**config.mk**
```make
export PLATFORM = sky130hd
export DESIGN_NAME = load_aligner
export DESIGN_NICKNAME = d
export VERILOG_FILES = /design/src/lsu_pkg.sv /design/src/load_aligner.sv
export VERILOG_INCLUDE_DIRS = /design/src
export SDC_FILE = /design/constraint.sdc
export NUM_CORES = 1
export LEC_CHECK = 0
export BUFFER_PORTS_ARGS = -buffer_cell sky130_fd_sc_hd__buf_2
export CELL_PAD_IN_SITES_DETAIL_PLACEMENT = 0
export CELL_PAD_IN_SITES_GLOBAL_PLACEMENT = 1
export CORE_ASPECT_RATIO = 0.75
export CORE_UTILIZATION = 27
export DETAILED_ROUTE_END_ITERATION = 7
export PLACE_DENSITY = 0.94
export RECOVER_POWER = 25
export SLEW_MARGIN = 20
export SYNTH_ARGS = -nofsm -noshare
export SYNTH_HDL_FRONTEND = slang
export SYNTH_SLANG_ARGS = --single-unit
```
**constraint.sdc**
```tcl
create_clock -name vclk -period 1.7
set_clock_uncertainty 0.1 [all_clocks]
set_input_delay 0.085 -clock vclk [all_inputs]
set_output_delay 0.085 -clock vclk [all_outputs]
set_load 0.01 [all_outputs]
```
**src/mem_subsystem_settings.svh**
```systemverilog
`ifndef MEM_SUBSYSTEM_SETTINGS_SVH
`define MEM_SUBSYSTEM_SETTINGS_SVH

// byte address width of data accesses
`define MEM_ADDR_W 32

// data word width of four byte lanes
`define MEM_DATA_W 32

// power-of-two data ram depth in words
`define MEM_RAM_WORDS 256

// register file address width
`define MEM_REG_AW 5

`endif

```
**src/lsu_pkg.sv**
```systemverilog
package lsu_pkg;

    // access size field shared by both views
    localparam logic [1:0] SZ_BYTE = 2'd0;
    localparam logic [1:0] SZ_HALF = 2'd1;
    localparam logic [1:0] SZ_WORD = 2'd2;

    // load side reading of the access code
    typedef struct packed {
        logic       is_unsigned; // zero-extend byte/half
        logic       is_store;
        logic [1:0] size;
    } mem_ld_view_t;

    // store side reading of the same code
    typedef struct packed {
        logic       rsvd;        // no meaning for stores
        logic       is_store;
        logic [1:0] size;
    } mem_st_view_t;

    // one 4-bit access code decoded two ways
    typedef union packed {
        mem_ld_view_t ld;
        mem_st_view_t st;
    } mem_op_u;

endpackage

```
**src/load_aligner.sv**
```systemverilog
`timescale 1ns/1ns
`include "mem_subsystem_settings.svh"

module load_aligner
    import lsu_pkg::*;
(
    input  mem_op_u                 op,
    input  logic [1:0]              addr_low,
    input  logic [`MEM_DATA_W-1:0]  rdata,
    output logic [`MEM_DATA_W-1:0]  load_value
);

    logic [7:0]  byte_sel;
    logic [15:0] half_sel;
    logic        byte_sign;
    logic        half_sign;

    always_comb begin
        case (addr_low)
            2'd0:    byte_sel = rdata[7:0];
            2'd1:    byte_sel = rdata[15:8];
            2'd2:    byte_sel = rdata[23:16];
            default: byte_sel = rdata[31:24];
        endcase
    end

    assign half_sel = addr_low[1] ? rdata[31:16] : rdata[15:0];

    // sign bit only when signed load
    assign byte_sign = ~op.ld.is_unsigned & byte_sel[7];
    assign half_sign = ~op.ld.is_unsigned & half_sel[15];

    always_comb begin
        case (op.ld.size)
            SZ_BYTE: load_value = {{(`MEM_DATA_W-8){byte_sign}}, byte_sel};
            SZ_HALF: load_value = {{(`MEM_DATA_W-16){half_sign}}, half_sel};
            default: load_value = rdata; // word
        endcase
    end

endmodule

```
After elaboration in Yosys (flattened, before gate mapping) --
Cells that the tools add are included.
Word-level totals: register bits 0, bits of input ports 38, output and inout port bits 32, word-level logic and storage cells 11
Operators by class: equal/unequal tests 3, multiplexer cells 3, bitwise operators 3, reductions and logical operators 2
Operators by type and width (number):
- 32-bit case mux with 2 select lines | 1
- 8-bit case mux with 3 select lines | 1
- 16-bit 2-to-1 mux | 1
- 2-bit by 1-bit == test with 1-bit output, second input constant | 2
- 2-bit logical NOT | 2
- 1-bit bitwise AND | 2
- 2-bit == test, second input constant | 1
- 1-bit inverter | 1

Logic depth before layout (Yosys ltp) --
depth in word-level cells 4, mapped depth 7, mapped depth without buffers 3

Worst setup path before layout --
OpenSTA, ideal clock, no wires.
path kind input-to-output, start input port op[1] in the netlist's numbering, end output port load_value[21], arrival time 1259 ps, path slack 256 ps, stages 7, path buffers 4, cell sequence buf_6 -> or2_1 -> buf_2 -> or3_1 -> buf_6 -> buf_6 -> o211ai_2
Between the ends: word-level cells in the longest chain between the ends 2, elaborated cells between the ends (all ways) 3, those cells by class 1 x eq/ne; 1 x mux; 1 x reduce/logical
RTL lines:
- start: declaration | line load_aligner.sv:7 | input mem_op_u op,
- 2-bit by 1-bit == test with 1-bit output or 2-bit logical NOT (tied branches) | line load_aligner.sv:34 | case (op.ld.size)
- 32-bit case mux with 2 select lines * | line load_aligner.sv:34
- end: declaration | line load_aligner.sv:10 | output logic [`MEM_DATA_W-1:0] load_value
Every way passes the cells marked *; elsewhere a longest branch is shown, timed or not.

Worst setup path after layout --
start input port addr_low[0], end output port load_value[6]
Between the ends: word-level cells in the longest chain between the ends 3, elaborated cells between the ends (all ways) 5, those cells by class 2 x eq/ne; 2 x mux; 1 x reduce/logical
RTL lines:
- start: declaration | line load_aligner.sv:8 | input logic [1:0] addr_low,
- 2-bit == test, or another cell as far along | line load_aligner.sv:19 | case (addr_low)
- 8-bit case mux with 3 select lines * | line load_aligner.sv:19
- 32-bit case mux with 2 select lines * | line load_aligner.sv:34
Marked as above.

==> flow_results.org <==
** Run status
- Result of the run :: finished, final reports clean

** Setup path
- Kind of start point of the critical path :: input port
- Critical-path maximum fanout :: 7
- CP Class :: in2out
- Data arrival, critical path :: 1350 ps
- Crit path capture :: load_value[6]
- STA puts the critical path data required time at about 1500 ps.
- The worst setup path is captured at an output port.
- Tracing the worst setup path back leads to its startpoint at addr_low[0].

** STA
- Headroom to the max-slew limit :: roughly 72%
- The clock period could shrink to 1540 ps.
- Hold Slack :: 377 ps
- Setup repair after global routing left no endpoint under its margin.
- Setup violations remaining at the end of the flow were counted as 0.
- Setup slack closes at about 160 ps.
- Static timing analysis puts the maximum clock frequency at approximately 0.65 GHz.
- The final-report hold violation count was 0.
- In the finished design, the share of the clock period the worst path needs comes to 90.4%.
- After routing, the total negative slack on setup checks comes to 0 ps.
- For the pin with the worst max-slew slack, the measured transition is 417 ps.
- Number of max-slew violations in the final report :: 0

** Route
- Routed via count divided by cell count :: a little over 5
- Number of routed nets with antenna violations :: 0
- The detailed router placed about 1100 vias in this run.
- After detailed routing, the average wire length per cell comes to between 10 and 15 um.
- In the routed design, unresolved DRC markers number 0.
- Initial detailed-routing violation count :: 32
- Final WL :: 2.96 mm
- First-pass iteration count of the detailed router :: 4

** Global routing
- Vias in the first global route :: approximately 1000
- The initial antenna violation count was 0.
- The first global-routing pass estimated 4.71 mm of wire.
- In the global route stage, overall resource usage came out at about 17%.
- Maximum number of pins on one net before global-route repair :: 25
- The total overflow left after global routing is 0.

** Cells and area
- Cells with a size suffix above 1 make up roughly 51% of the layout.
- Area occupied by multi-input gates :: 743 um2
- There are 0 flip-flops and latches.
- From synthesis to final layout, the design area changed by 45.9%.
- Final Instance Count excl. Fillers :: between 200 and 250
- After filler insertion, the fill cell instance count of the layout stands at 311.
- Post-layout utilization of the core :: 41.7%
- The layout has 0 clock buffers.
- 0 antenna diodes ended up in the layout.
- Across the whole layout, storage elements account for 0 um2.
- Nets :: about 220

** Worst hold path
- The worst hold path belongs to the class in2out.

** Floorplanning
- Starting density of the core :: between 20 and 30%
- Die height :: 50.5 um
- Die span in x :: 66.6 um
- Floorplan row count :: 17
- Full die area :: 3360 um2
- In this run the count of I/O pins placed on the die edge is 70.
- Floorplan Core Area :: 2960 um2

** Synth
- The top cell type by area accounts for approximately 18% of the synthesized area.
- Proportion of synthesized chip area in sequential cells :: 0%
- In the post-synthesis netlist, the biggest area contributors are sky130_fd_sc_hd__mux2i_1, sky130_fd_sc_hd__o211ai_2, sky130_fd_sc_hd__nand2_1.
- By count the netlist is led by sky130_fd_sc_hd__nand2_1, sky130_fd_sc_hd__mux2i_1, sky130_fd_sc_hd__o211ai_2.
- Post-Syn Instances :: around 120
- After synthesis the cells add up to around 850 um2.
- sky130_fd_sc_hd__nand2_1 is the most common cell in the netlist.
- Counting every net in the synthesized netlist gives roughly 150.
- Synthesis instantiated 20 different standard cells from the library.
- Synth warn :: 0
- Each instance of the synthesized netlist takes up on average between 7 and 8 um2.
- Largest area contributor in the netlist :: sky130_fd_sc_hd__mux2i_1

** Job
- Max-cap violations in this run came to 0.

** Power
- Of the total power, the clock network draws 0%.
- VDD sags by at most 0.000118 V.
- Sequential cells burn 0% of the power.
- Power density normalized to cell area :: 299 nW/um2
- Switch Pwr :: approximately 200 uW
- In this run switching power makes up 53.2% of total power.
- Leakage component of the power :: around 0.63 nW
- The internal power of the cells totals 173 uW.
- Combinational fraction of design power :: 100.0%

** Clock network
- Hold repair after CTS inserted 0 buffers.
- Total of cells resized after clock tree synthesis :: 0
- Number of post-CTS setup repair buffers :: 0

** Placed design
- Count of placed standard cells including taps :: around 220
- Port buffering added ~70 buffers.
- HPWL Detailed :: 2.31 mm
- Pre-CTS setup slack :: 178 ps
- Global placement routability congestion :: approximately 0.8
-- placed cells by master (no fill, tap or decap), types with 2 or more instances in the layout --
cell	n
sky130_fd_sc_hd__buf_2	68
sky130_fd_sc_hd__nand2_1	25
sky130_fd_sc_hd__mux2i_1	15
sky130_fd_sc_hd__buf_4	11
sky130_fd_sc_hd__o211ai_2	10
sky130_fd_sc_hd__nor2b_1	9
sky130_fd_sc_hd__a22oi_1	9
sky130_fd_sc_hd__o221ai_1	8
sky130_fd_sc_hd__o211ai_1	7
sky130_fd_sc_hd__o22a_1	7
sky130_fd_sc_hd__mux2_2	2
sky130_fd_sc_hd__clkbuf_1	2
-- worst max-delay path, stage by stage --
cell and delay, ps:
sky130_fd_sc_hd__buf_2 100, sky130_fd_sc_hd__nor2b_1 130, sky130_fd_sc_hd__clkbuf_1 350, sky130_fd_sc_hd__o21ba_1 350, sky130_fd_sc_hd__o22a_1 180, sky130_fd_sc_hd__clkbuf_1 150
-- power by group through the flow --
| stage | clock (mW) | combinational (mW) | sequential, mW |
|---|---|---|---|
| after global routing | 0 | 0.405 | 0 |
| after global placement | 0 | 0.371 | 0 |
| after floorplan | 0 | 0.220 | 0 |
| final | 0 | 0.369 | 0 |
| after CTS | 0 | 0.375 | 0 |
| after detailed placement | 0 | 0.373 | 0 |
-- layer usage --
| layer | up-vias | wire length (um) | global-route usage (%) |
|---|---|---|---|
| met2 | 44 | 1280 | 29.0 |
| met3 | 0 | 179 | 0.682 |
| met4 | 0 | 0 | 1.06 |
| met5 | - | 0 | 0 |
| li1 | 578 | - | - |
| met1 | 514 | 1500 | 25.5 |
-- layout make-up --
class	instances	area share, %
well taps	38	3.85
repair buffers	82	35.3
multi-input cells	97	60.2
inverters	2	0.609
-- kinds of logic (layout without fill, tap and decap cells) --
kind of cell / count (synthesis) / after routing / synth area share [%]
muxes: 17 / 17 / 20.4
buffers and inverters: 18 / 84 / 12.1
AOI/OAI and AO/OA: 43 / 43 / 47.6
and+or+nand+nor: 37 / 37 / 19.8
-- worst min path at each step --
| stage | startpoint | to | slack, ps | depth (start not counted) |
|---|---|---|---|---|
| 6_report | rdata[4] | load_value[4] | 380 | 3 |
| 5_1_grt | rdata[4] | load_value[4] | 400 | 3 |
| 4_1_cts | rdata[4] | load_value[4] | 380 | 3 |
| 3_5_place_dp | rdata[4] | load_value[4] | 380 | 3 |
| 3_3_place_gp | rdata[1] | load_value[1] | 380 | 3 |
| 2_1_floorplan | rdata[21] | load_value[21] | 190 | 2 |
-- metrics by stage --
stage | cell area [um2] | power [mW]
after floorplan | 846 | 0.220
after global placement | 1240 | 0.371
after detailed placement | 1240 | 0.373
after CTS | 1240 | 0.375
after global routing | 1230 | 0.405
final | 1230 | 0.369
Power figures use the tool's default switching activity.
