$ cat src/mem_subsystem_settings.svh
`ifndef MEM_SUBSYSTEM_SETTINGS_SVH
`define MEM_SUBSYSTEM_SETTINGS_SVH

// byte address width of data accesses
`define MEM_ADDR_W 32

// data word width of four byte lanes
`define MEM_DATA_W 32

// power-of-two data ram depth in words
`define MEM_RAM_WORDS 256

// register file address width
`define MEM_REG_AW 5

`endif

$ cat src/lsu_pkg.sv
package lsu_pkg;

    // access size field shared by both views
    localparam logic [1:0] SZ_BYTE = 2'd0;
    localparam logic [1:0] SZ_HALF = 2'd1;
    localparam logic [1:0] SZ_WORD = 2'd2;

    // load side reading of the access code
    typedef struct packed {
        logic       is_unsigned; // zero-extend byte/half
        logic       is_store;
        logic [1:0] size;
    } mem_ld_view_t;

    // store side reading of the same code
    typedef struct packed {
        logic       rsvd;        // no meaning for stores
        logic       is_store;
        logic [1:0] size;
    } mem_st_view_t;

    // one 4-bit access code decoded two ways
    typedef union packed {
        mem_ld_view_t ld;
        mem_st_view_t st;
    } mem_op_u;

endpackage

$ cat src/mem_result_stage.sv
`timescale 1ns/1ns
`include "mem_subsystem_settings.svh"

module mem_result_stage
    import lsu_pkg::*;
(
    input  logic                    clk,
    input  logic                    resetn,
    input  logic                    accept,
    input  logic                    slot_valid,
    input  logic [`MEM_ADDR_W-1:0]  in_pc,
    input  mem_op_u                 in_op,
    input  logic [`MEM_ADDR_W-1:0]  in_addr,
    input  logic [`MEM_DATA_W-1:0]  in_alu_result,
    input  logic                    in_res_from_mem,
    input  logic                    in_rf_we,
    input  logic [`MEM_REG_AW-1:0]  in_rf_waddr,
    input  logic [`MEM_DATA_W-1:0]  load_value,  // aligned from held code
    output mem_op_u                 held_op,
    output logic [1:0]              held_addr_low,
    output logic                    wb_rf_we,
    output logic [`MEM_REG_AW-1:0]  wb_rf_waddr,
    output logic [`MEM_DATA_W-1:0]  wb_rf_wdata,
    output logic [`MEM_ADDR_W-1:0]  wb_pc,
    output logic                    fwd_rf_we,
    output logic [`MEM_REG_AW-1:0]  fwd_rf_waddr,
    output logic [`MEM_DATA_W-1:0]  fwd_rf_wdata
);

    logic                   res_from_mem;
    logic                   rf_we;
    logic [`MEM_DATA_W-1:0] alu_result;
    logic [`MEM_DATA_W-1:0] rf_wdata;

    always_ff @(posedge clk) begin
        if (!resetn) begin
            res_from_mem <= 1'b0;
            rf_we        <= 1'b0;
        end else if (accept) begin
            res_from_mem <= in_res_from_mem;
            rf_we        <= in_rf_we;
        end
    end

    // payload
    always_ff @(posedge clk) begin
        if (accept) begin
            wb_pc         <= in_pc;
            held_op       <= in_op;
            held_addr_low <= in_addr[1:0]; // only lane bits needed later
            alu_result    <= in_alu_result;
            wb_rf_waddr   <= in_rf_waddr;
        end
    end

    assign rf_wdata = res_from_mem ? load_value : alu_result;

    assign wb_rf_we    = rf_we & slot_valid;
    assign wb_rf_wdata = rf_wdata;

    // forward path mirrors the slot
    assign fwd_rf_we    = rf_we & slot_valid;
    assign fwd_rf_waddr = wb_rf_waddr;
    assign fwd_rf_wdata = rf_wdata;

endmodule

$ cat config.mk
export PLATFORM = sky130hd
export DESIGN_NAME = mem_result_stage
export DESIGN_NICKNAME = d
export VERILOG_FILES = /design/src/lsu_pkg.sv /design/src/mem_result_stage.sv
export VERILOG_INCLUDE_DIRS = /design/src
export SDC_FILE = /design/constraint.sdc
export NUM_CORES = 1
export LEC_CHECK = 0
export BUFFER_PORTS_ARGS = -buffer_cell sky130_fd_sc_hd__buf_2
export CORE_AREA = 4 4 98 100
export CTS_CLUSTER_SIZE = 16
export DETAILED_ROUTE_END_ITERATION = 10
export DIE_AREA = 0 0 102 104
export PLACE_DENSITY_LB_ADDON = 0.2
export SYNTH_ARGS = -nofsm -noshare
export SYNTH_HDL_FRONTEND = slang
export SYNTH_SLANG_ARGS = --single-unit
$ cat constraint.sdc
create_clock -name clk -period 3.4 [get_ports clk]
set_input_delay 1.02 -clock clk [delete_from_list [all_inputs] [get_ports clk]]
set_output_delay 1.02 -clock clk [all_outputs]
set_load 0.02 [all_outputs]
; Yosys cells after proc, flatten, opt, wreduce, memory -nomap -nowiden
; Index checks and enable logic that the tools add are counted.
[totals]
ff_bits = 77
in_bits = 143
out_inout_bits = 114
elab_cells = 9
[classes]
muxes = 1
n_bitwise = 1
[ops]
columns = cell, count
row1 = $mux 32, 1
row2 = $and 1x1->1, 1

; Logic depth before layout (Yosys ltp)
; Gate-level depths: netlist (run 1).
[depth]
word_depth = 1
mapped_depth = 4
depth_no_buf = 2

; Worst setup path after synthesis (run 1)
; Ideal clock, no wire load.
[synth_path]
path_type = input-to-output
from = in load_value[29]
to = out wb_rf_wdata[29]
arrival_ns = 1.508
required_time_ns = 2.380
path_slack_ns = 0.872
stages = 2
path_buffers = 1
cell_sequence = mux2_2 buf_4
[synth_via]
elab_chain_cells = 1
[synth_lines]
columns = element, line_no
row1 = start: declaration, mem_result_stage.sv:18  ; input logic [`MEM_DATA_W-1:0] load_value,
row2 = $mux 32, mem_result_stage.sv:56  ; assign rf_wdata = res_from_mem ? load_value : alu_result;
row3 = end: declaration, mem_result_stage.sv:23  ; output logic [`MEM_DATA_W-1:0] wb_rf_wdata,
; No other way between the ends.

; Worst setup path after layout (run 1)
[layout_path]
from = reg res_from_mem
to = out wb_rf_wdata[29]
[layout_via]
elab_chain_cells = 1
[layout_lines]
columns = element, line_no
row1 = start: declaration, mem_result_stage.sv:30  ; logic res_from_mem;
row2 = start signal: assignment, mem_result_stage.sv:40  ; res_from_mem <= in_res_from_mem;
row3 = $mux 32, mem_result_stage.sv:56
; No other way between the ends.

==> results.cfg, run 1 <==
[timing]
fin_crit_ns = 2.87
slew_viol_final = 0
setup_slack_ns = 0.532
fin_crit_sh = 0.844
rsz0062_at_grt = no
fin_skew_ns = 0
slew_headroom = 0.598
setup_tns_ns = 0
tightest_slew_ns = 0.602
setup_viol = 0
fmax_mhz = 349
hold_violations = 0

[worst_setup_path]
worstRegToRegCells = 2
max_stage_delay_ns = 0.72
path_class = reg2out
rr_startpoint = res_from_mem$_SDFFE_PN0P_
start_kind = register
path_max_fanout = 17
crit_path_end = wb_rf_wdata[29]
cp.required_ns = 2.38
crit_path_cell_trace = buf_12 -> mux2_2 -> buf_2
crit_start = res_from_mem$_SDFFE_PN0P_
ff2ff_setup_slack_ns = 2.34
slowest_stage = dfxtp_2
crit_arrival_ns = 1.85
end_kind = primary output
r2r-end = res_from_mem$_SDFFE_PN0P_

[clocking]
cts.clk_slew.worst_paths_ns = 0.07
cts_resized = 0
root_buffer = clkbuf_8
clockBufferDepth = 2
tritoncts = built
cts.sinks = 77
cts-hold-fix-buffers = 0
clk-insertion-delay-late_ns = 0.32
post-cts-setup-buffers = 0
ctsHtreeMaxLevel = 3
numCtsBuffers = 9

[drt]
post_drt_wl_per_cell_um = 14.9
drc = 0
viasPerCell = 4.26
routed_wl_um = 6950
final_antenna_net_count = 0
vias = 1982
dr.pass1.iters = 4
drt_iter0_markers = 50

[final_layout]
num_antenna_cells = 0
final_core_util = 0.497
area_delta_synth_final_pct = 36.3
final_cell_area_sq_mm = 0.00431
fillers = 785
layout-drive-gt1-share = 0.773
nets = 496

[power_and_ir_drop]
power.total_w = 0.00227
p_int_w = 0.00165
seqPwrFrac = 0.505
combPwrFrac = 0.199
p_switching_w = 0.000618
power_leakage_nw = 2.00
clkPwrFrac = 0.296
ir_drop_mv = 0.281
p_sw_frac = 0.272
cellPowerDensity_mw_per_mm2 = 527

[global_route]
grt_remaining_overflow = 0
grt_max_degree = 43
grt_usage = 0.126
grt_pass1_wl_um = 10000
grt_pass1_vias = 2046
antenna_found_initial = 0

[yosys]
syn_inst = 156
synth_cell_types = 10
syn_nets = 299
syn_area_sq_mm = 0.00316
syn_avg_cell_area_sq_um = 20.3
yosysSeqAreaShare = 0.725
yosysWarnings = 0
synth-seq-cells = 77

[placement]
placed_area_sq_mm = 0.00411
gp_congestion = 0.653
dp_slack_ns = 0.795
hpwl_um = 5620
portBuffers = 226

[die]
start_util = 0.364
dieArea_sq_mm = 0.0106
die_h_um = 104
num_rows = 34
io_pins = 257
die_width_um = 102
core_area_sq_mm = 0.00868

[min_path]
worstHoldPathType = reg2reg
holdPathStages = 2

[flow_run]
maxCapViolCount = 0

[run_status]
status = finished, final reports clean
-- how the worst min path moves through the flow --
stage	from	end	slack [ns]
finish	rf_we$_SDFFE_PN0P_	rf_we$_SDFFE_PN0P_	0.54
detailed placement	rf_we$_SDFFE_PN0P_	rf_we$_SDFFE_PN0P_	0.53
CTS	rf_we$_SDFFE_PN0P_	rf_we$_SDFFE_PN0P_	0.54
global placement	rf_we$_SDFFE_PN0P_	rf_we$_SDFFE_PN0P_	0.51
global route	rf_we$_SDFFE_PN0P_	rf_we$_SDFFE_PN0P_	0.59
floorplan	rf_we$_SDFFE_PN0P_	rf_we$_SDFFE_PN0P_	0.47
-- metal layers --
metal,routed length [um],vias to the layer above,track usage,share of wire
li1,-,931,-,-
met1,2420,902,0.126,0.35
met2,3530,139,0.218,0.51
met3,890,10,0.0557,0.13
met4,109,0,0.0609,0.016
met5,0,-,0,0
-- state kept, by name (all words and copies together), names as in the netlist --
name           flops
res_from_mem       1
rf_we              1
wb_pc             32
held_op            4
fwd_rf_waddr       5
held_addr_low      2
alu_result        32
-- through the flow --
| stage | hold WS (ns) | std cells |
|---|---|---|
| 6_report | 0.536 | 465 |
| 5_1_grt | 0.587 | 465 |
| 4_1_cts | 0.542 | 465 |
| 3_5_place_dp | 0.527 | 450 |
| 3_3_place_gp | 0.507 | 450 |
| 2_1_floorplan | 0.474 | 156 |
-- area by class of cell --
type | count | area, sq um | area share
multi-input combinational | 37 | 512 | 0.119
timing repair buffer | 228 | 1170 | 0.272
clock inverter | 6 | 71.3 | 0.0166
sequential | 77 | 2290 | 0.532
clock buffer | 9 | 124 | 0.0287
tap | 108 | 135 | 0.0314
-- cells by family after synthesis --
kind of cell	share of synthesized area
DFF	0.725
and+or+nand+nor	0.00594
buffers and inverters	0.113
muxes	0.156
-- power by group through the flow --
stage	sequential [W]	clock, W	combinational (W)
finish	0.00115	0.000672	0.000451
global route	0.00116	0.000751	0.000480
CTS	0.00115	0.000697	0.000459
global placement	0.00117	0	0.000456
detailed placement	0.00117	0	0.000459
floorplan	0.00122	0	0.000269
-- synthesized netlist by cell type --
master / number / area [sq um]
edfxtp_1: 75 / 2250
buf_4: 38 / 285
mux2_4: 30 / 450
buf_12: 3 / 60.1
dfxtp_1: 2 / 40.0
mux2_2: 2 / 22.5
mux2i_1: 2 / 20.0
nor2b_1: 2 / 12.5
and2_1: 1 / 6.26
buf_6: 1 / 11.3
-- placed cells by master, fill, tap and decap left out, drive strengths merged --
cell      instances
and2              1
clkinvlp          2
buf             228
inv               2
dfxtp             2
mux2i             2
bufinv            1
edfxtp           75
nor2b             2
clkbuf            9
clkinv            1
mux2             32
-- worst max-delay path: cells and delay by family, from the launching register on --
family	cells	cell delay, ns
muxes	1	0.37
DFF	1	0.72
buffers and inverters	2	0.41
Note: power is estimated with default switching activity, not from simulation.
==> run 2, diff against run 1 <==
Settings changed: CORE_AREA 4 4 98 100 to unset, CORE_MARGIN set to 4, CORE_UTILIZATION set to 35, DIE_AREA 0 0 102 104 to unset.
Clock period 3.4 ns to 2.6 ns, I/O delays scaled along.
==> run 2 against run 1 <==
Power increased by 35%. Die area about the same. First-iteration DRC count fell by 28%. Count of clock-buffer cells in the layout did not move. Cell area grew 0.58%. Utilization is 0.20 points lower. Combinational power rose by 33%. Sequential power rose by 30%. Worst setup slack lost 0.19 ns. Clock skew unchanged. Via count fell by 0.76%. Critical endpoint is now fwd_rf_wdata[29]. Largest power group unchanged.
==> results.cfg, run 2 (synthesized netlist as in run 1, its figures left out) <==
[run_status]
status = finished, final reports clean

[die]
die_width_um = 103
dieArea_sq_mm = 0.0106
num_rows = 34
core_area_sq_mm = 0.00876
die_h_um = 103
io_pins = 257
start_util = 0.361

[power_and_ir_drop]
p_int_w = 0.00225
power.total_w = 0.00306
clkPwrFrac = 0.316
ir_drop_mv = 0.396
cellPowerDensity_mw_per_mm2 = 706
p_sw_frac = 0.264
p_switching_w = 0.000808
seqPwrFrac = 0.488
power_leakage_nw = 2.01
combPwrFrac = 0.196

[min_path]
hold_end = rf_we$_SDFFE_PN0P_
worstHoldPathType = reg2reg
hold_path.startpoint = rf_we$_SDFFE_PN0P_
holdPathStages = 2

[timing]
setup_viol = 0
fin_crit_sh = 0.869
rsz0062_at_grt = no
setup_slack_ns = 0.340
setup_tns_ns = 0
slew_headroom = 0.709
slew_viol_final = 0
fmax_mhz = 443
fin_crit_ns = 2.26
fin_skew_ns = 0
hold_violations = 0
tightest_slew_ns = 0.436

[global_route]
grt_usage = 0.127
grt_remaining_overflow = 0
grt_max_degree = 44
antenna_found_initial = 0
grt_pass1_vias = 2056
grt_pass1_wl_um = 9990

[placement]
portBuffers = 226
dp_slack_ns = 0.513
hpwl_um = 5620
gp_congestion = 0.719

[drt]
drt_iter0_markers = 36
drc = 0
routed_wl_um = 7160
dr.pass1.iters = 3
final_antenna_net_count = 0
viasPerCell = 4.21
post_drt_wl_per_cell_um = 15.3
vias = 1967

[worst_setup_path]
ff2ff_setup_slack_ns = 1.99
crit_arrival_ns = 1.48
start_kind = register
r2r-end = res_from_mem$_SDFFE_PN0P_
path_max_fanout = 32
end_kind = primary output
worstRegToRegCells = 2
cp.required_ns = 1.82
rr_startpoint = res_from_mem$_SDFFE_PN0P_
path_class = reg2out

[final_layout]
area_delta_synth_final_pct = 37.1
num_antenna_cells = 0
layout-drive-gt1-share = 0.769
final_common_cell = buf_2
nets = 497
final_cell_mix = buf_2 (225), edfxtp_1 (75), mux2_4 (30)

[clocking]
clockBufferDepth = 2
cts.sinks = 77
root_buffer = clkbuf_8
cts.clk_slew.worst_paths_ns = 0.07
clk-insertion-delay-late_ns = 0.33
numCtsBuffers = 9
ctsHtreeMaxLevel = 3
post-cts-setup-buffers = 0
cts_resized = 0
cts-hold-fix-buffers = 0
tritoncts = built

[flow_run]
maxCapViolCount = 0
run 2: cell count changes in the layout (fill, tap and decap cells not counted), sizes merged:
cell,delta
buf,+1
bufinv,+1
clkinv,+2
clkinvlp,-1
inv,-1
run 2: worst max path at each step:
stage,from,end,slack [ns],cells after the start
detailed placement,load_value[2],wb_rf_wdata[2],0.51,3
floorplan,load_value[29],wb_rf_wdata[29],0.55,2
global route,res_from_mem$_SDFFE_PN0P_,wb_rf_wdata[30],0.26,3
finish,res_from_mem$_SDFFE_PN0P_,fwd_rf_wdata[29],0.34,3
CTS,res_from_mem$_SDFFE_PN0P_,fwd_rf_wdata[29],0.30,3
global placement,load_value[2],wb_rf_wdata[2],0.52,3
run 2: routing by layer:
| layer | global-route usage | up-vias | share of wire |
|---|---|---|---|
| li1 | - | 935 | - |
| met1 | 0.127 | 885 | 0.34 |
| met2 | 0.214 | 143 | 0.48 |
| met3 | 0.0873 | 4 | 0.17 |
| met4 | 0.0388 | 0 | 0.0098 |
| met5 | 0 | - | 0 |
run 2: critical path, stage by stage, from the launching register on:
cell and delay (ns):
dfxtp_2 0.36, buf_12 0.25, mux2_2 0.38, buf_2 0.16
run 2: stage by stage:
step	std cells	hold slack (ns)	util	cell area, sq um
4_1_cts	467	0.529	0.495	4330
5_1_grt	467	0.574	0.495	4330
3_3_place_gp	451	0.503	0.470	4120
2_1_floorplan	156	0.474	-	3160
3_5_place_dp	451	0.514	0.470	4120
6_report	467	0.523	0.495	4330
run 2: layout make-up:
type | instances | area [sq um]
Tap cell | 108 | 135
Fill cell | 776 | 4430
Timing Repair Buffer | 229 | 1180
Sequential cell | 77 | 2290
Clock inverter | 7 | 88.8
Clock buffer | 9 | 124
Multi-Input combinational cell | 37 | 512
run 2: power by group through the flow:
stage,clock network [W],logic [W],registers (W)
after floorplan,0,0.000351,0.00159
after global placement,0,0.000603,0.00152
after detailed placement,0,0.000608,0.00152
after CTS,0.000996,0.000609,0.00150
after global routing,0.00106,0.000642,0.00151
final,0.000966,0.000598,0.00149
