**config.mk**
```make
export PLATFORM = sky130hd
export DESIGN_NAME = store_formatter
export DESIGN_NICKNAME = d
export VERILOG_FILES = /design/src/lsu_pkg.sv /design/src/store_formatter.sv
export VERILOG_INCLUDE_DIRS = /design/src
export SDC_FILE = /design/constraint.sdc
export NUM_CORES = 1
export LEC_CHECK = 0
export ABC_AREA = 1
export ABC_CLOCK_PERIOD_IN_PS = 1000
export BUFFER_PORTS_ARGS = -buffer_cell sky130_fd_sc_hd__buf_2
export CAP_MARGIN = 0
export CORE_ASPECT_RATIO = 0.75
export CORE_MARGIN = 5
export CORE_UTILIZATION = 29
export DETAILED_ROUTE_END_ITERATION = 7
export GPL_TIMING_DRIVEN = 1
export PLACE_DENSITY = 0.86
export SYNTH_ARGS = -nofsm -noshare
export SYNTH_HDL_FRONTEND = slang
export SYNTH_SLANG_ARGS = --single-unit
```
**constraint.sdc**
```tcl
create_clock -name vclk -period 1
set_input_delay 0.2 -clock vclk [all_inputs]
set_output_delay 0.2 -clock vclk [all_outputs]
set_load 0.01 [all_outputs]
```
**src/mem_subsystem_settings.svh**
```systemverilog
`ifndef MEM_SUBSYSTEM_SETTINGS_SVH
`define MEM_SUBSYSTEM_SETTINGS_SVH

// byte address width of data accesses
`define MEM_ADDR_W 32

// data word width of four byte lanes
`define MEM_DATA_W 32

// power-of-two data ram depth in words
`define MEM_RAM_WORDS 256

// register file address width
`define MEM_REG_AW 5

`endif

```
**src/lsu_pkg.sv**
```systemverilog
package lsu_pkg;

    // access size field shared by both views
    localparam logic [1:0] SZ_BYTE = 2'd0;
    localparam logic [1:0] SZ_HALF = 2'd1;
    localparam logic [1:0] SZ_WORD = 2'd2;

    // load side reading of the access code
    typedef struct packed {
        logic       is_unsigned; // zero-extend byte/half
        logic       is_store;
        logic [1:0] size;
    } mem_ld_view_t;

    // store side reading of the same code
    typedef struct packed {
        logic       rsvd;        // no meaning for stores
        logic       is_store;
        logic [1:0] size;
    } mem_st_view_t;

    // one 4-bit access code decoded two ways
    typedef union packed {
        mem_ld_view_t ld;
        mem_st_view_t st;
    } mem_op_u;

endpackage

```
**src/store_formatter.sv**
```systemverilog
`timescale 1ns/1ns
`include "mem_subsystem_settings.svh"

module store_formatter
    import lsu_pkg::*;
(
    input  mem_op_u                 in_op,
    input  logic [`MEM_ADDR_W-1:0]  in_addr,
    input  logic [`MEM_DATA_W-1:0]  in_store_data,
    output logic [3:0]              byte_we,
    output logic [`MEM_DATA_W-1:0]  ram_wdata
);

    logic [1:0] lane; // byte offset within the word

    assign lane = in_addr[1:0];

    always_comb begin
        byte_we   = 4'b0000;
        ram_wdata = in_store_data;
        if (in_op.st.is_store) begin
            case (in_op.st.size)
                SZ_BYTE: begin
                    byte_we   = 4'b0001 << lane; // lane 3 at offset 3
                    ram_wdata = {4{in_store_data[7:0]}};
                end
                SZ_HALF: begin
                    byte_we   = lane[1] ? 4'b1100 : 4'b0011;
                    ram_wdata = {2{in_store_data[15:0]}};
                end
                SZ_WORD: begin
                    byte_we   = 4'b1111;
                end
                default: begin
                    byte_we   = 4'b0000; // unused size code writes nothing
                end
            endcase
        end
    end

endmodule

```
Word level (Yosys, flattened, before mapping). Cells that the tools add are included.

Register bits: 0. Bits of input ports: 68. Output and inout port bits: 36.

Equal/unequal tests: 2. Shift-type cells: 1. Muxes and demuxes: 5. Reductions and logical operators: 1.

Operator list (count): case mux 32 bit (2 select lines) (1); two-way mux 32 bit (1); case mux 4 bit (3 select lines) (1); two-way mux 4 bit (2); left shift 1 x 2 -> 4 bit, first input constant (1); equality test 2 x 1 -> 1 bit, second input constant (1); equality test 2 bit, second input constant (1); logical NOT 2 bit (1).

Depth between registers and ports, before layout. Gate-level depths: netlist of run 1.

Word-level depth: 3. Depth in mapped cells: 7. Mapped depth without buffers: 5.

Least setup slack after synthesis of run 1. OpenSTA, ideal clock, no wires.

Path kind: input port to output port. Start: input in_op[2] in the netlist's numbering. End: output ram_wdata[11]. Arrival time: 792 ps. Slack: 8 ps. Cell stages on the path: 5. Buffers on the path: 2. Path through: buf_4 > nand2_1 > buf_4 > nand2_1 > nand2_1.

Longest elaborated chain between the ends: 1.

RTL lines: start: declaration (RTL line store_formatter.sv:7) `input mem_op_u in_op,`; two-way mux 32 bit (RTL line store_formatter.sv:21) `if (in_op.st.is_store) begin`; end: declaration (RTL line store_formatter.sv:11) `` output logic [`MEM_DATA_W-1:0] ram_wdata ``.

No other way between the ends.

Worst setup path after layout of run 1.
Start: input in_op[0] in the netlist's numbering. End: output ram_wdata[11].

Longest elaborated chain between the ends: 3. Elaborated cells between the ends (all ways): 4. Classes of those cells: eq/ne (1); mux (2); reduce/logical (1).

RTL lines: equality test 2 x 1 -> 1 bit / logical NOT 2 bit (equally long branches) (RTL line store_formatter.sv:22) `case (in_op.st.size)`; case mux 32 bit (2 select lines) (*) (RTL line store_formatter.sv:22); two-way mux 32 bit (*) (RTL line store_formatter.sv:21).

Mark *: on every way between the ends. The rest lies on a longest branch, timed or not.

==> results of run 1 <==
power by group:
group	internal [mW]	leakage, nW	switching [mW]
sequential	0	0	0
clock	0	0	0
combinational	0.284	0.779	0.300
total	0.284	0.779	0.300
what timing repair did:
action / CTS / global route
resized for setup: 39 / 13
pin swaps: 9 / 6
cloned: 4 / 0
setup endpoints to repair: 28 / 28
hold endpoints to repair: 0 / 0
worst paths after layout:
check / startpoint / to / slack, ns / depth (start not counted)
max: in_op[0] / ram_wdata[11] / -0.09 / 8
min: in_store_data[2] / ram_wdata[2] / 0.62 / 2
layout make-up:
cell class,count,area share
multi-input cells,112,0.4470
repair buffers,90,0.4990
well taps,24,0.02495
inverters,6,0.02911
cell usage after synthesis:
cell type,count
sky130_fd_sc_hd__buf_2,1
sky130_fd_sc_hd__buf_4,12
sky130_fd_sc_hd__buf_6,2
sky130_fd_sc_hd__inv_1,5
sky130_fd_sc_hd__inv_2,1
sky130_fd_sc_hd__nand2_1,82
sky130_fd_sc_hd__nand3_1,17
sky130_fd_sc_hd__nand3_2,2
sky130_fd_sc_hd__nor2_1,10
sky130_fd_sc_hd__nor2_2,1
per-layer routing:
metal / track usage / part of all wire / vias to the layer above
li1: - / - / 550
met1: 0.2038 / 0.45 / 461
met2: 0.2466 / 0.47 / 47
met3: 0.02535 / 0.085 / 0
met4: 0.007067 / 0 / 0
met5: 0 / 0 / -
metrics by stage:
stage,setup WS (ns),std cells,instance area [um2],utilization
floorplan,0.007705,133,596.8,-
global placement,-0.1518,228,984.7,0.4975
detailed placement,-0.1622,228,984.7,0.4975
CTS,-0.09114,232,1165,0.5885
global route,-0.1756,232,1204,0.6081
finish,-0.09382,232,1204,0.6081
logic make-up after synthesis:
| logic type | synth area share |
|---|---|
| simple gates | 0.7652 |
| buf+inv | 0.2348 |
==> summary by stage, run 1 <==
Power
The design draws 584.1 uW. IR analysis of the VDD net gives a maximum drop of 0.0002523 V. Summed over all cells, the static leakage comes to 0.7794 nW.

The power per unit of standard cell area is 485.3 mW/mm2.

GRT
The pin count of the biggest net entering global routing is 9. The first global-routing pass estimated 3967 um of wire. In the global route stage, overall resource usage came out at 0.1465.

The initial antenna violation count is 0. Summed over all layers, the global routing overflow is 0. The number of global-route vias before repair is 905.

Layout
The growth of design area from synthesis to finish is 101.7%. In the final layout, the multi-input gates occupy 538.0 um2. Leaving out fill and tap cells, the most frequent cell in the layout is sky130_fd_sc_hd__nand2_1.

The number of filler cells placed in the layout is 190. The number of antenna cells inserted is 0. In the layout the commonest cells are sky130_fd_sc_hd__nand2_1, sky130_fd_sc_hd__buf_2, sky130_fd_sc_hd__nand3_1, sky130_fd_sc_hd__buf_6, sky130_fd_sc_hd__nand2_2. The fraction of layout instances using a drive strength above 1 is 0.5481.

The number of flip-flops and latches is 0. Counting the clock-network buffers in the layout gives 0. For this run, the post-layout net count is 278. The sequential cells in the finished layout cover a total of 0 um2.

Die
104 I/O pins were placed. Measured along the x axis, the die boundary spans 62.39 um. The die height is 49.29 um.

The overall die area is 0.003075 mm2. The number of placement rows is 14. The initial cell density of the core is 0.3015.

The core area is 0.001979 mm2.

STA
The number of failing hold endpoints at the final stage is 0. In this run the tightest slew margin relative to its limit is 0.8984. The portion of the clock cycle consumed by the worst path in the final layout is 1.094. The final count of pins violating max slew was 0. The peak clock frequency supported by timing is 914.2 MHz.

Across all hold checks on the routed design, the worst slack comes to 0.6176 ns. Setup violations remaining at the end of the flow were counted as 27. At the pin with the least slew margin, the transition time is 0.1520 ns. Once routing completed, OpenROAD measured the worst setup slack at -0.09382 ns. Summed over all failing endpoints, the final setup total negative slack is -1.610 ns. Setup repair after global routing could not meet its margin everywhere. The time the final worst path needs with I/O delays and setup is 1.094 ns.

Placed design
The routability-driven placement congestion ratio is 0.7816. The detailed placement HPWL is 1952 um. The number of I/O port buffers is 73.

Setup path
Among all stages on the critical path, the largest delay is contributed by sky130_fd_sc_hd__buf_6. The critical path in this run is classified as in2out. The maximum cell stage delay along the critical path is 0.13 ns. The kind of end point of the critical path is a primary output. The cell repeated most along the worst path is sky130_fd_sc_hd__nand2_1. The data arrival at the endpoint of the critical path is 0.89 ns. The worst setup path is launched from an input port.

Data on the critical path is required at its endpoint by 0.80 ns. The largest delay contributor family on the critical path is buffers and inverters. The number of buffers and inverters on the critical path is 3. The critical path goes through buf_8 > nor2_4 > buf_6 > nand2_1 > nand2_1 > nand2_1 > nand2_1 > buf_2. Of all nets on the critical path, the largest fanout is 5.

Clocking
In this run the post-CTS setup repair buffer count came out at 0. Buffers inserted to repair hold after CTS numbered 0.

Routing
The post-detailed-route DRC marker count is 0. The first TritonRoute pass finished after 4 iterations. The final wirelength is 2486 um.

The routed layout has 1058 vias. The iteration-0 DRC count of the detailed router is 25. The routed wire length per instance is 10.72 um. The count of nets left with antenna violations once routing finished came out at 0. In the routed layout, each cell is associated on average with a via count of 4.560.

Synthesis
The largest area contributor in the synthesized netlist is sky130_fd_sc_hd__nand2_1. Of the post-synthesis cell area, the dominant cell type holds 0.5157. The per-instance average area after synthesis is 4.487 um2. The netlist uses 10 different library cells. The synthesized area is 596.8 um2. The number of warning messages in the yosys log is 0. After technology mapping, the gate count stands at 133.

For this run, the register share of the synthesized area comes to 0. By area the synthesized netlist is led by sky130_fd_sc_hd__nand2_1, sky130_fd_sc_hd__buf_4, sky130_fd_sc_hd__nand3_1. The post-synth net total is 201.

Flow run
The tool flagged a number of max-cap violations equal to 0.

Status
The run finished, with violations left. The checks that failed: negative setup slack.

Hold path
The type of the tightest min-delay check is in2out.
Power figures use the tool's default switching activity.
==> run 2: changes to the inputs <==
--- a/config.mk
+++ b/config.mk
@@ -7,15 +7,16 @@
 export NUM_CORES = 1
 export LEC_CHECK = 0
 export ABC_AREA = 1
-export ABC_CLOCK_PERIOD_IN_PS = 1000
+export ABC_CLOCK_PERIOD_IN_PS = 880
 export BUFFER_PORTS_ARGS = -buffer_cell sky130_fd_sc_hd__buf_2
 export CAP_MARGIN = 0
 export CORE_ASPECT_RATIO = 0.75
 export CORE_MARGIN = 5
-export CORE_UTILIZATION = 29
+export CORE_UTILIZATION = 26
 export DETAILED_ROUTE_END_ITERATION = 7
 export GPL_TIMING_DRIVEN = 1
-export PLACE_DENSITY = 0.86
+export PLACE_DENSITY = 0.81
+export SLEW_MARGIN = 5
 export SYNTH_ARGS = -nofsm -noshare
 export SYNTH_HDL_FRONTEND = slang
 export SYNTH_SLANG_ARGS = --single-unit
==> constraint.sdc (replaced) <==
create_clock -name vclk -period 0.88
set_input_delay 0.176 -clock vclk [all_inputs]
set_output_delay 0.176 -clock vclk [all_outputs]
set_load 0.01 [all_outputs]
==> run 2 against run 1 <==
The flow still finishes with violations (negative setup slack); worst hold slack got worse by 0.045 ns; wire length is 3.7% lower; final area shrank 2.1%; first-iteration DRC count shrank 48%; non-clock buffer count down 3; final cell count is 0.86% lower; sequential share of layout area is the same; global-route usage decreased by 0.93 points; via count down 2.2%; setup slack got worse by 0.076 ns; critical path depth decreased by 1.
==> summary by stage, run 2 (same netlist as run 1, synthesis figures left out) <==
Routing
In the final routed layout, each cell accounts on average for 10.40 um. The final layout contains routed wiring with a total length of 2393 um. The first routing iteration left 13 violations.

Using the TritonRoute via totals, the vias-per-cell ratio works out to 4.500. Detailed routing inserted a total of 1035 vias. Before antenna repair, the detailed router went through 4 iterations. The final antenna-violating net count is 0. The post-detailed-route DRC marker count is 0.

STA
On the final layout, the worst hold slack is 0.5724 ns. The portion of the clock cycle consumed by the worst path in the final layout is 1.193. Setup repair after global routing could not meet its margin everywhere. Setup violations remaining at the end of the flow were counted as 28. The slew at the pin with the worst max-slew slack is 0.1328 ns. The post-layout worst setup margin is -0.1696 ns. The routed design could run at a clock period as short as 1.050 ns. The final count of pins violating max slew was 0. The number of failing hold endpoints at the final stage came to 0. The peak clock frequency supported by timing is 952.8 MHz. The worst max-slew margin expressed relative to the limit is 0.9113.

Setup path
The kind of end point of the critical path is a primary output. STA classifies the critical path startpoint as an input port. The start-to-end type of the worst setup path is in2out.

Tracing the worst setup path back leads to its startpoint at in_op[0]. The data arrival at the endpoint of the critical path is 0.87 ns. The critical path endpoint is byte_we[3].

The peak fanout along the critical path is 5. The worst path required time is 0.70 ns.

Die
During I/O placement, the number of pins put on the boundary was 104. The die is 65.32 um wide. The core area is 0.002252 mm2. The die height is 51.49 um. The die covers 0.003363 mm2. The number of placement rows is 15. The initial cell density of the core is 0.2650.

GRT
The first global-routing pass estimated 3919 um of wire. Global routing finished with a remaining overflow of 0. The initial antenna violation count is 0. The pin count of the biggest net entering global routing is 11. The total global-route track usage is 0.1372.

The number of global-route vias before repair came to 1015.

Placed design
Port buffering added 73 buffers. The detailed placement HPWL is 2014 um. The cell area reported after detailed placement is 0.001006 mm2. The routability-driven placement congestion ratio is 0.7706.

Clocking
The post-CTS setup buffer count is 0.

Layout
The layout has 0 clock buffers. The area growth from synthesis to layout is 97.48%. The number of antenna diodes in the final layout is 0. The number of flip-flops and latches is 0. The library cell used most frequently in the layout, excluding fill and tap cells, is sky130_fd_sc_hd__buf_2. The fraction of layout instances using a drive strength above 1 is 0.5756.

The storage element area is 0 um2. In the layout the commonest cells are sky130_fd_sc_hd__buf_2, sky130_fd_sc_hd__nand2_1, sky130_fd_sc_hd__nand2_2, sky130_fd_sc_hd__nand3_1, sky130_fd_sc_hd__buf_6. After routing the design area is 0.001179 mm2.

The net count of the finished layout is 275.

Status
The flow ran to the end, but the final reports show violations. The final reports fail on negative setup slack.

Flow run
Across the run, the number of max-cap violations was 0.

Power
In this run the power density over the cells is 557.3 mW/mm2. The maximum vdd ir drop is 0.0002213 V. Summed over all cells, the static leakage comes to 0.7597 nW.

Hold path
The tightest min-delay check is of the in2out type.
-- run 2: changes by cell type in the layout (fill, tap and decap cells not counted), moves of 2 or more --
cell                      previous run  this run
sky130_fd_sc_hd__nand3_1            14        17
sky130_fd_sc_hd__nand3_2             4         2
sky130_fd_sc_hd__nand2_1            70        58
sky130_fd_sc_hd__buf_2              69        66
sky130_fd_sc_hd__nand2_2            11        23
-- run 2: repair_timing --
item	in CTS	in global routing
hold buffers	0	0
pin swaps	6	5
resized for setup	33	15
endpoints found under the hold margin	0	0
cloned	1	0
endpoints found under the setup margin	28	28
-- run 2: metal layers --
| layer | wire, um | track usage | vias up | share of wire |
|---|---|---|---|---|
| met5 | 0 | 0 | - | 0 |
| met4 | 0 | 0 | 0 | 0 |
| met3 | 181 | 0.004320 | 0 | 0.076 |
| met2 | 1235 | 0.2790 | 41 | 0.52 |
| met1 | 976 | 0.1693 | 448 | 0.41 |
| li1 | - | - | 546 | - |
-- run 2: critical path: stages --
cell                      delay (ns)
sky130_fd_sc_hd__buf_8          0.10
sky130_fd_sc_hd__buf_4          0.15
sky130_fd_sc_hd__nand3_1        0.10
sky130_fd_sc_hd__nand2_2        0.07
sky130_fd_sc_hd__nor2_2         0.10
sky130_fd_sc_hd__nor2_1         0.04
sky130_fd_sc_hd__buf_2          0.13
-- run 2: worst min-delay path by stage --
stage	start	endpoint	cells past startpoint
floorplan	in_store_data[0]	ram_wdata[0]	1
detailed placement	in_store_data[4]	ram_wdata[4]	2
global placement	in_store_data[1]	ram_wdata[1]	2
CTS	in_store_data[4]	ram_wdata[4]	2
finish	in_store_data[1]	ram_wdata[1]	2
global route	in_store_data[6]	ram_wdata[6]	2
-- run 2: metrics by stage --
stage | utilization | setup TNS [ns] | instances | total power, mW | setup slack, ns
6_report | 0.5233 | -3.588 | 230 | 0.6569 | -0.1696
5_1_grt | 0.5233 | -5.373 | 230 | 0.7274 | -0.2426
4_1_cts | 0.5067 | -3.666 | 230 | 0.6428 | -0.1675
3_5_place_dp | 0.4467 | -6.023 | 229 | 0.5612 | -0.2469
3_3_place_gp | 0.4467 | -5.340 | 229 | 0.5525 | -0.2112
2_1_floorplan | - | -0.2034 | 133 | 0.3111 | -0.01469
-- run 2: layout make-up --
type | count | area (um2)
Fill cell | 248 | 1074
Timing Repair Buffer | 87 | 569.3
Multi-Input combinational cell | 112 | 543.0
Inverter | 6 | 35.03
Tap cell | 25 | 31.28
-- run 2: report_power, final --
part           internal, mW  switching, mW  total (mW)
Sequential                0              0           0
Combinational         0.319          0.338       0.657
Clock                     0              0           0
==> run 3: changes to the inputs <==
--- a/config.mk
+++ b/config.mk
@@ -7,15 +7,16 @@
 export NUM_CORES = 1
 export LEC_CHECK = 0
 export ABC_AREA = 1
-export ABC_CLOCK_PERIOD_IN_PS = 880
+export ABC_CLOCK_PERIOD_IN_PS = 1050
 export BUFFER_PORTS_ARGS = -buffer_cell sky130_fd_sc_hd__buf_2
 export CAP_MARGIN = 0
 export CORE_ASPECT_RATIO = 0.75
 export CORE_MARGIN = 5
-export CORE_UTILIZATION = 26
+export CORE_UTILIZATION = 29
 export DETAILED_ROUTE_END_ITERATION = 7
 export GPL_TIMING_DRIVEN = 1
-export PLACE_DENSITY = 0.81
+export PLACE_DENSITY = 0.86
+export RECOVER_POWER = 100
 export SLEW_MARGIN = 5
 export SYNTH_ARGS = -nofsm -noshare
 export SYNTH_HDL_FRONTEND = slang
==> constraint.sdc (replaced) <==
create_clock -name vclk -period 1.05
set_input_delay 0.21 -clock vclk [all_inputs]
set_output_delay 0.21 -clock vclk [all_outputs]
set_load 0.01 [all_outputs]
==> run 3 against run 2 <==
Final area fell by 4.7%; the run still ends with negative setup slack left; critical path type unchanged; critical endpoint is now ram_wdata[11]; total power is 21% lower; sequential cell count stayed put; non-clock buffer count did not move; via count is 1.8% lower.
==> summary by stage, run 3 (same netlist as run 1, synthesis figures left out) <==
Die
The die is 62.39 um wide. The initial cell density of the core is 0.3015. During I/O placement, the number of pins put on the boundary was 104. The die covers 0.003075 mm2. The number of placement rows is 14. The floorplan step defined a core boundary enclosing 0.001979 mm2.

Measured along the y axis, the die boundary spans 49.29 um.

Power
The clock group share of total power is 0. The final total power is 522.0 uW. Of the total power, combinational logic draws 1.000. The maximum vdd ir drop is 0.0002226 V. The internal power of the cells totals 251.9 uW. The sequential group share of total power is 0.

In this run the power density over the cells is 464.5 mW/mm2. For this design the static power due to leakage is 0.7432 nW. The fraction of power spent switching nets is 0.5175.

The total net switching power is 270.1 uW.

Setup path
Among all stages on the critical path, the largest delay is contributed by sky130_fd_sc_hd__buf_6. The kind of end point of the critical path is a primary output. The worst path required time is 0.84 ns. Counting buffers and inverters, the worst setup path is 8 cells deep. The peak fanout along the critical path is 5.

The worst setup path is of the in2out kind. Together, buffers and inverters on the worst path number 3. The cell repeated most along the worst path is sky130_fd_sc_hd__nand2_2. Traced cell by cell, the critical path runs through buf_12 > nor2_4 > buf_6 > nand2_2 > nand2_2 > nand2_2 > nand2_1 > buf_2. The largest delay contributor family on the critical path is buffers and inverters.

The kind of start point of the critical path is an input port. The maximum cell stage delay along the critical path is 0.13 ns. The data arrival at the endpoint of the critical path is 0.92 ns.

Hold path
The type of the tightest min-delay check is in2out. The worst hold path cell count is 2.

Placed design
The instance count after placement with tap cells included is 228. In this run the cell area measured after placement is 984.7 um2. Detailed placement finished with a half-perimeter wire length of 1952 um. During placement, the flow inserted port buffers numbering 73. The routability-driven placement congestion ratio is 0.7816.

GRT
The met3 track utilization from global routing is 0.02535. The pin count of the biggest net entering global routing is 14. The global routing stage identified its most utilized layer as met2. The first global-routing pass estimated 3808 um of wire.

The initial antenna violation count is 0. For this run the aggregate overflow at the end of global routing stands at 0. The number of global-route vias before repair came to 881. The total global-route track usage is 0.1398. The global-route track usage on met2 is 0.2379.

For this run, global-route usage on met1 was measured as 0.1916.

Layout
The area of combinational cells with multiple inputs is 499.2 um2. The number of filler cells placed in the layout is 215. The number of antenna cells inserted is 0.

From synthesis to final layout, the design area changed by 88.26%. The most common cell after layout, fill and taps aside is sky130_fd_sc_hd__nand2_1. Sequential cells placed in the final layout were counted as 0. In the final layout, the share of cells above drive strength 1 is 0.4634. Summing all non-filler instances in the final layout gives an area of 0.001124 mm2. Leaving out fill and tap cells, the most frequent cells in the layout are sky130_fd_sc_hd__nand2_1, sky130_fd_sc_hd__buf_2, sky130_fd_sc_hd__nand3_1, sky130_fd_sc_hd__nor2_1, sky130_fd_sc_hd__buf_6. The number of standard cells in the final layout excluding fillers is 229. The clock buffer count in the final layout is 0. The storage element area is 0 um2. For this run, the post-layout net count is 275.

Routing
The ratio of routed vias to standard cells is 4.437. The first TritonRoute pass finished after 4 iterations. The routed wire length per instance is 10.33 um. The final route contains 1016 vias. The final wirelength is 2366 um.

Once detail routing completed, the nets flagged for antenna violations numbered 0. The iteration-0 DRC count of the detailed router is 31. The post-detailed-route DRC marker count is 0.

STA
The slew at the pin with the worst max-slew slack is 0.1603 ns. The worst max-slew margin expressed relative to the limit is 0.8928. The time the final worst path needs with I/O delays and setup is 1.130 ns. The peak clock frequency supported by timing is 885.3 MHz.

The total setup violations reported at the end of the flow is 22. Setup repair after global routing could not meet its margin everywhere. The final-layout setup total negative slack is -0.9870 ns. The portion of the clock cycle consumed by the worst path in the final layout is 1.076. The number of failing hold endpoints at the final stage is 0.

The final count of pins violating max slew is 0. In the post-route analysis, the smallest setup slack over all paths is -0.07957 ns.

Status
The run finished, with violations left. The final reports fail on negative setup slack.

Clocking
For this design, the CTS-stage hold fixing added 0 buffers.

Flow run
The number of maximum-capacitance violations is 0.
-- run 3: changes by cell type in the layout (fill, tap and decap cells not counted), sizes merged --
cell	previous run	this run
clkbuf	1	7
buf	86	80
-- run 3: per-stage QoR --
step | hold WS, ns | util | worst slack [ns]
detailed placement | 0.6420 | 0.4975 | -0.1322
floorplan | 0.5118 | - | 0.03771
finish | 0.6527 | 0.5676 | -0.07957
global route | 0.6676 | 0.5676 | -0.1516
global placement | 0.6396 | 0.4975 | -0.1218
CTS | 0.6416 | 0.5569 | -0.06436
-- run 3: power groups by stage --
stage	Combinational, mW	Clock, mW	Sequential [mW]
6_report	0.522	0	0
5_1_grt	0.578	0	0
4_1_cts	0.514	0	0
3_5_place_dp	0.461	0	0
3_3_place_gp	0.454	0	0
2_1_floorplan	0.252	0	0
-- run 3: final cells by class --
cell class | count | share of cell area
Multi-Input combinational cell | 112 | 0.4443
Tap cell | 24 | 0.02673
Inverter | 6 | 0.02673
Timing Repair Buffer | 87 | 0.5022
-- run 3: what timing repair did --
action | CTS | global route
setup endpoints to repair | 28 | 28
gates cloned | 1 | 0
setup buffers | 1 | 0
resized for setup | 23 | 9
pin swaps | 12 | 5
-- run 3: final timing paths --
kind / from / end
max: in_op[1] / ram_wdata[11]
min: in_store_data[2] / ram_wdata[2]
-- run 3: layer usage --
metal | up-vias | part of all wire | routed length (um)
met3 | 0 | 0.089 | 211
met1 | 435 | 0.45 | 1058
met5 | - | 0 | 0
met4 | 0 | 0 | 0
met2 | 39 | 0.46 | 1096
li1 | 542 | - | -
